--- src/include/ecc_mem_settings.svh ---
`ifndef ECC_MEM_SETTINGS_SVH
`define ECC_MEM_SETTINGS_SVH

// ******************************
// memory geometry
// ******************************
`define ECC_ADDR_WIDTH 6                          // word address bits
`define ECC_DEPTH (1 << `ECC_ADDR_WIDTH)          // number of code words

// ******************************
// alarm statistics
// ******************************
`define ECC_ERR_COUNT_WIDTH 8                     // saturating alarm counter

`endif

--- src/ecc_mem_pkg.sv ---
`include "ecc_mem_settings.svh"

package ecc_mem_pkg;

    typedef logic [31:0] data_t;                     // user data word
    typedef logic [37:0] code_t;                     // data plus six check bits
    typedef logic [5:0]  syndrome_t;                 // value names the flipped position
    typedef logic [`ECC_ADDR_WIDTH-1:0] addr_t;

    typedef enum logic [1:0] {
        OP_IDLE  = 2'd0,
        OP_WRITE = 2'd1,
        OP_READ  = 2'd2
    } mem_op_e;

    // check bit k covers every data position (1-based) with bit k set
    function automatic syndrome_t calc_check(input code_t code);
        syndrome_t chk;
        chk = '0;
        for (int pos = 1; pos <= 38; pos++) begin
            if ((pos & (pos - 1)) != 0) begin        // powers of two hold check bits
                for (int k = 0; k < 6; k++) begin
                    if (pos[k]) begin
                        chk[k] ^= code[pos-1];
                    end
                end
            end
        end
        return chk;
    endfunction

endpackage

--- src/ecc_mem_if.sv ---
interface ecc_mem_if (
    input logic clk
);
    import ecc_mem_pkg::*;

    mem_op_e op;                                     // registered request
    addr_t   addr;
    code_t   wr_code;                                // encoded write word, mask applied
    code_t   rd_code;                                // raw word out of the array
    logic    rd_valid;

    modport request (
        input  clk,
        output op, addr, wr_code
    );

    modport array (
        input  clk,
        input  op, addr, wr_code,
        output rd_code, rd_valid
    );

    modport response (
        input  clk,
        input  rd_code, rd_valid
    );

endinterface

--- src/ecc_enc32.sv ---
module ecc_enc32 (
    input  logic               clk,
    input  logic               reset,
    input  logic               we,
    input  logic               re,
    input  ecc_mem_pkg::addr_t addr,
    input  ecc_mem_pkg::data_t wdata,
    input  ecc_mem_pkg::code_t inject_mask,
    ecc_mem_if.request         bus
);
    import ecc_mem_pkg::*;

    code_t     code_raw;                             // data placed, check slots empty
    syndrome_t check;
    code_t     code_full;
    mem_op_e   op_next;

    // ******************************
    // encoding
    // ******************************
    // data fills positions 3..38 skipping the powers of two
    assign code_raw = {wdata[31:26], 1'b0,           // 38..33, p32
                       wdata[25:11], 1'b0,           // 31..17, p16
                       wdata[10:4],  1'b0,           // 15..9, p8
                       wdata[3:1],   1'b0,           // 7..5, p4
                       wdata[0],     2'b00};         // 3, p2, p1

    assign check = calc_check(code_raw);

    always_comb begin
        code_full     = code_raw;
        code_full[0]  = check[0];                    // p1
        code_full[1]  = check[1];                    // p2
        code_full[3]  = check[2];                    // p4
        code_full[7]  = check[3];                    // p8
        code_full[15] = check[4];                    // p16
        code_full[31] = check[5];                    // p32
    end

    // write wins when both strobes are high
    assign op_next = we ? OP_WRITE : (re ? OP_READ : OP_IDLE);

    // ******************************
    // request register
    // ******************************
    always_ff @(posedge clk) begin
        if (reset) begin
            bus.op <= OP_IDLE;
        end else begin
            bus.op <= op_next;
        end
    end

    always_ff @(posedge clk) begin
        bus.addr    <= addr;
        bus.wr_code <= code_full ^ inject_mask;      // mask only matters on a write
    end

endmodule

--- src/ecc_dec32.sv ---
module ecc_dec32 (
    input  ecc_mem_pkg::code_t code,
    input  logic               dis,
    output ecc_mem_pkg::data_t data,
    output logic               alarm
);
    import ecc_mem_pkg::*;

    syndrome_t stored;                               // check bits as read
    syndrome_t recalc;                               // check bits from data positions
    syndrome_t syndrome;
    code_t     flip;                                 // one-hot correction vector
    code_t     fixed;

    // ******************************
    // syndrome
    // ******************************
    assign stored = {code[31], code[15], code[7], code[3], code[1], code[0]};
    assign recalc = calc_check(code);

    // forced to zero so the raw word passes through
    assign syndrome = dis ? '0 : (stored ^ recalc);

    // ******************************
    // correction
    // ******************************
    // a syndrome on a check position flips a bit that is dropped below
    always_comb begin
        flip = '0;
        if (syndrome != '0 && syndrome <= 6'd38) begin
            flip[syndrome - 6'd1] = 1'b1;
        end
    end

    assign fixed = code ^ flip;

    // same bit order as the encoder packs them
    assign data = {fixed[37:32],                     // d38..d33
                   fixed[30:16],                     // d31..d17
                   fixed[14:8],                      // d15..d9
                   fixed[6:4],                       // d7..d5
                   fixed[2]};                        // d3

    // any nonzero syndrome, also past position 38
    assign alarm = |syndrome;

endmodule

--- src/ecc_mem_array.sv ---
`include "ecc_mem_settings.svh"

module ecc_mem_array (
    input  logic     clk,
    input  logic     reset,
    ecc_mem_if.array bus
);
    import ecc_mem_pkg::*;

    code_t mem [0:`ECC_DEPTH-1];                     // code word storage

    // ******************************
    // single port access
    // ******************************
    always_ff @(posedge clk) begin
        if (bus.op == OP_WRITE) begin
            mem[bus.addr] <= bus.wr_code;
        end
        if (bus.op == OP_READ) begin
            bus.rd_code <= mem[bus.addr];            // registered read
        end
    end

    always_ff @(posedge clk) begin
        if (reset) begin
            bus.rd_valid <= 1'b0;
        end else begin
            bus.rd_valid <= (bus.op == OP_READ);     // one-cycle pulse per read
        end
    end

endmodule

--- src/ecc_read_stage.sv ---
`include "ecc_mem_settings.svh"

module ecc_read_stage (
    input  logic                            clk,
    input  logic                            reset,
    ecc_mem_if.response                     bus,
    input  logic                            ecc_disable,
    output ecc_mem_pkg::data_t              rdata,
    output logic                            rvalid,
    output logic                            alarm,
    output logic [`ECC_ERR_COUNT_WIDTH-1:0] err_count
);
    import ecc_mem_pkg::*;

    data_t dec_data;
    logic  dec_alarm;

    ecc_dec32 dec_i (
        .code  (bus.rd_code),
        .dis   (ecc_disable),
        .data  (dec_data),
        .alarm (dec_alarm)
    );

    // ******************************
    // result registers
    // ******************************
    always_ff @(posedge clk) begin
        if (bus.rd_valid) begin
            rdata <= dec_data;                       // corrected word
        end
    end

    always_ff @(posedge clk) begin
        if (reset) begin
            rvalid    <= 1'b0;
            alarm     <= 1'b0;
            err_count <= '0;
        end else begin
            rvalid <= bus.rd_valid;
            if (bus.rd_valid) begin
                alarm <= dec_alarm;                  // held until the next read
                if (dec_alarm && err_count != '1) begin
                    err_count <= err_count + 1'b1;   // stops at all ones
                end
            end
        end
    end

endmodule

--- src/ecc_mem_top.sv ---
`include "ecc_mem_settings.svh"

module ecc_mem_top (
    input  logic                            clk,
    input  logic                            reset,
    input  logic                            we,
    input  logic                            re,
    input  ecc_mem_pkg::addr_t              addr,
    input  ecc_mem_pkg::data_t              wdata,
    input  ecc_mem_pkg::code_t              inject_mask,
    input  logic                            ecc_disable,
    output ecc_mem_pkg::data_t              rdata,
    output logic                            rvalid,
    output logic                            alarm,
    output logic [`ECC_ERR_COUNT_WIDTH-1:0] err_count
);

    // ******************************
    // datapath links
    // ******************************
    ecc_mem_if bus_i (
        .clk (clk)
    );

    ecc_enc32 enc_i (
        .clk         (clk),
        .reset       (reset),
        .we          (we),
        .re          (re),
        .addr        (addr),
        .wdata       (wdata),
        .inject_mask (inject_mask),
        .bus         (bus_i.request)
    );

    ecc_mem_array array_i (
        .clk   (clk),
        .reset (reset),
        .bus   (bus_i.array)
    );

    ecc_read_stage read_i (
        .clk         (clk),
        .reset       (reset),
        .bus         (bus_i.response),
        .ecc_disable (ecc_disable),
        .rdata       (rdata),
        .rvalid      (rvalid),
        .alarm       (alarm),
        .err_count   (err_count)
    );

endmodule

--- config.mk ---
export PLATFORM = sky130hd
export DESIGN_NAME = ecc_mem_top
export DESIGN_NICKNAME = d
export VERILOG_FILES = /design/src/ecc_mem_pkg.sv /design/src/ecc_mem_if.sv /design/src/ecc_enc32.sv /design/src/ecc_dec32.sv /design/src/ecc_mem_array.sv /design/src/ecc_read_stage.sv /design/src/ecc_mem_top.sv
export VERILOG_INCLUDE_DIRS = /design/src /design/src/include
export SDC_FILE = /design/constraint.sdc
export NUM_CORES = 2
export LEC_CHECK = 0
export ABC_AREA = 1
export ABC_CLOCK_PERIOD_IN_PS = 5700
export BUFFER_PORTS_ARGS = -buffer_cell sky130_fd_sc_hd__buf_2
export CAP_MARGIN = 20
export CORE_MARGIN = 1.5
export CORE_UTILIZATION = 33
export DETAILED_ROUTE_END_ITERATION = 7
export PLACE_DENSITY = 0.44
export SYNTH_ARGS = -nofsm -noshare
export SYNTH_HDL_FRONTEND = slang
export SYNTH_SLANG_ARGS = --single-unit
--- constraint.sdc ---
create_clock -name clk -period 5.7 [get_ports clk]
set_input_delay 0.855 -clock clk [delete_from_list [all_inputs] [get_ports clk]]
set_output_delay 0.855 -clock clk [all_outputs]
set_load 0.05 [all_outputs]
==> flow_metrics.env <==
export IMPL_hold_viol=0
export IMPL_h_tree_depth=5
export IMPL_cts_tree="yes"
export IMPL_port_buffers=122
export IMPL_drt_pass1_iter_count=5
export IMPL_ys_seq_area_frac=0.7986
export IMPL_synth_edff_count=2502
export IMPL_cts_repair_resize_count=0
export IMPL_maxClockFrequency_ghz=0.2337
export IMPL_synthCells=6028
export IMPL_cts_clk_slew_worst_paths_ns=0.06
export IMPL_drv_slew=0
export IMPL_maxCapViolCount=0
export IMPL_mostFrequentLayoutCells="edfxtp_1, nand2_1, a22oi_1"
export IMPL_synthAdderAreaFrac=0.0005240
export IMPL_cts_root_buf="clkbuf_16"
export IMPL_drive_gt1_frac=0.1321
export IMPL_areaGrowthSynthToFinish_pct=15.92
export IMPL_core_um2=287900
export IMPL_cts_sinks=2559
export IMPL_synthMuxAreaShare=0
export IMPL_irDropWorstVdd_uv=335.0
export IMPL_design_portCount=123
export IMPL_ctsHoldBuffers=0
export IMPL_final_common_cell="edfxtp_1"
export IMPL_finalClockSkew_ns=0.07823
export IMPL_fillerInstances=26680
export IMPL_slowest_stage="nor2_4"
export IMPL_multi_input_area_um2=17970
export IMPL_grt_max_degree=110
export IMPL_grt_use_total=0.1988
export IMPL_fin_tns_setup_ns=0
export IMPL_detail_route_antenna_nets=0
export IMPL_worstSetupEndpointType="flip-flop"
export IMPL_setup_viol=0
export IMPL_ys_ff_latch=2559
export IMPL_async_flop_share=0
export IMPL_die_area_um2=292700
export IMPL_status="completed"
export IMPL_finalPower_mw=41.60
export IMPL_maxSlewHeadroom=0.09307
export IMPL_fin_nets=6403
export IMPL_avgSynthCellArea_um2=15.84
export IMPL_synth_area_um2=95510
export IMPL_cts_buffers=283
export IMPL_crit_type="reg2reg"
export IMPL_seqCellArea_um2=76330
export IMPL_power_density_nw_per_um2=375.7
export IMPL_path_delay_family="simple AND/OR/NAND/NOR gates"
export IMPL_rsz0062_at_grt="no"
export IMPL_yosys_warnings=0
export IMPL_wl_per_cell_um=28.80
export IMPL_p_leak_nw=35.73
export IMPL_max_stage_delay_ns=1.00
export IMPL_num_vias=54920
export IMPL_yosysUniqueCellTypes=44
export IMPL_worstPathRequired_ns=6.20
export IMPL_hpwl_mm=166.7
export IMPL_start_kind="flip-flop"
export IMPL_yosys_area_share_simple=0.08865
export IMPL_insertion_delay_ns=0.87
export IMPL_via_per_inst=5.331
export IMPL_hold_class="in2reg"
export IMPL_grt_pass1_wl_mm=418.6
export IMPL_rows=197
export IMPL_synth_top_family_by_area="simple AND/OR/NAND/NOR gates"
export IMPL_place_gp_congestion=0.7915
export IMPL_grt_pass1_vias=54510
export IMPL_wirelength_mm=296.7
export IMPL_drt_iter0_markers=5146
export IMPL_cp_arrival_ns=4.77
export IMPL_overflow=0
export IMPL_grt_antenna_before_repair=14
export IMPL_critical_path_buf_inv_count=3
export IMPL_crit_fanout=83
export IMPL_post_cts_buffers=0
export IMPL_synth_xor_area_frac=0.01201
export IMPL_fin_crit_sh=0.7507
export IMPL_die_h_um=541.0
export IMPL_period_needed_ns=4.279
export IMPL_initial_utilization=0.3317
export IMPL_cts_max_path_buffers=4
export IMPL_worstMarginPinSlew_ns=1.360
export IMPL_ys_flop_type="edfxtp_1"
export IMPL_synth_nets=6113
export IMPL_die_x_um=541.0
export IMPL_path_cells="inv_1 > nand3_1 > inv_8 > nand2_1 > nor2_4 > buf_4"
export IMPL_synth_compound_area_share=0.08106
export IMPL_drc_errors=0
[power breakdown]
part | switching [mW] | internal (mW)
Sequential | 0.106 | 21.5
Clock | 7.31 | 10.1
Combinational | 2.03 | 0.574
[kinds of logic after synthesis]
kind of cell / after synthesis
compound gates: 964
flops: 2559
simple gates: 1925
buf+inv: 445
xor+xnor: 131
fa+ha+maj: 4
[metrics by stage]
stage | cells | util | hold WS, ns | worst slack, ns | area [µm²]
global placement | 9802 | 0.3537 | 0.4550 | 1.388 | 101800
CTS | 10290 | 0.3841 | 0.05595 | 1.341 | 110600
finish | 10300 | 0.3846 | 0.1099 | 1.421 | 110700
global route | 10300 | 0.3845 | 0.07455 | 1.271 | 110700
detailed placement | 9808 | 0.3541 | 0.4599 | 1.388 | 101900
floorplan | 6028 | - | 0.4228 | 0.8325 | 95510
[sequential cells by signal (all words and copies together), names as in the netlist]
name / flops
read_i.rdata: 32
read_i.alarm: 1
enc_i.bus.op: 2
array_i.mem: 2432
enc_i.bus.addr: 6
read_i.rvalid: 1
enc_i.bus.wr_code: 38
read_i.err_count: 8
array_i.bus.rd_valid: 1
array_i.bus.rd_code: 38
[Yosys cell counts (15+ instances only)]
cell type | instances | area, µm²
a21oi_1 | 39 | 195.2
a221oi_1 | 312 | 2733
a22o_1 | 210 | 1839
a22oi_1 | 367 | 2755
buf_1 | 68 | 255.2
buf_2 | 103 | 515.5
clkbuf_1 | 133 | 499.2
dfxtp_1 | 57 | 1141
edfxtp_1 | 2502 | 75130
inv_1 | 109 | 409.1
inv_2 | 21 | 78.83
nand2_1 | 1309 | 4913
nand3_1 | 119 | 595.6
nand4_1 | 315 | 1971
nor2_1 | 103 | 386.6
nor3_1 | 19 | 95.09
o21ai_0 | 20 | 100.1
or2_2 | 15 | 93.84
xnor2_1 | 65 | 569.3
xor2_1 | 66 | 578.1
[worst paths after layout]
check / to / cells past startpoint / slack (ns) / start
max: array_i.mem[19][37] / 6 / 1.42 / enc_i.bus.addr[2]
min: enc_i.bus.addr[0] / 1 / 0.11 / addr[0]
max reg2reg: array_i.mem[19][37] / 6 / 1.42 / enc_i.bus.addr[2]
min reg2reg: read_i.alarm / 2 / 0.47 / read_i.alarm
[layout make-up]
type                       instances  share of cell area
sequential                      2559              0.6894
multi-input combinational       3024              0.1623
clock buffer                     365             0.06903
tap                             3781             0.04273
timing repair buffer             316             0.02274
clock inverter                   119            0.009064
inverter                         134            0.004611
antenna                            5           0.0001130
[per-layer routing]
metal,vias to the layer above,track usage,share of wire,wire length (µm)
met1,28710,0.2860,0.46,135600
met4,12,0.03996,0.019,5654
met2,1735,0.3193,0.47,138400
li1,24080,-,-,-
met5,-,0,0.00025,73
met3,381,0.02958,0.057,16990
(Power assumes the default switching activity.)
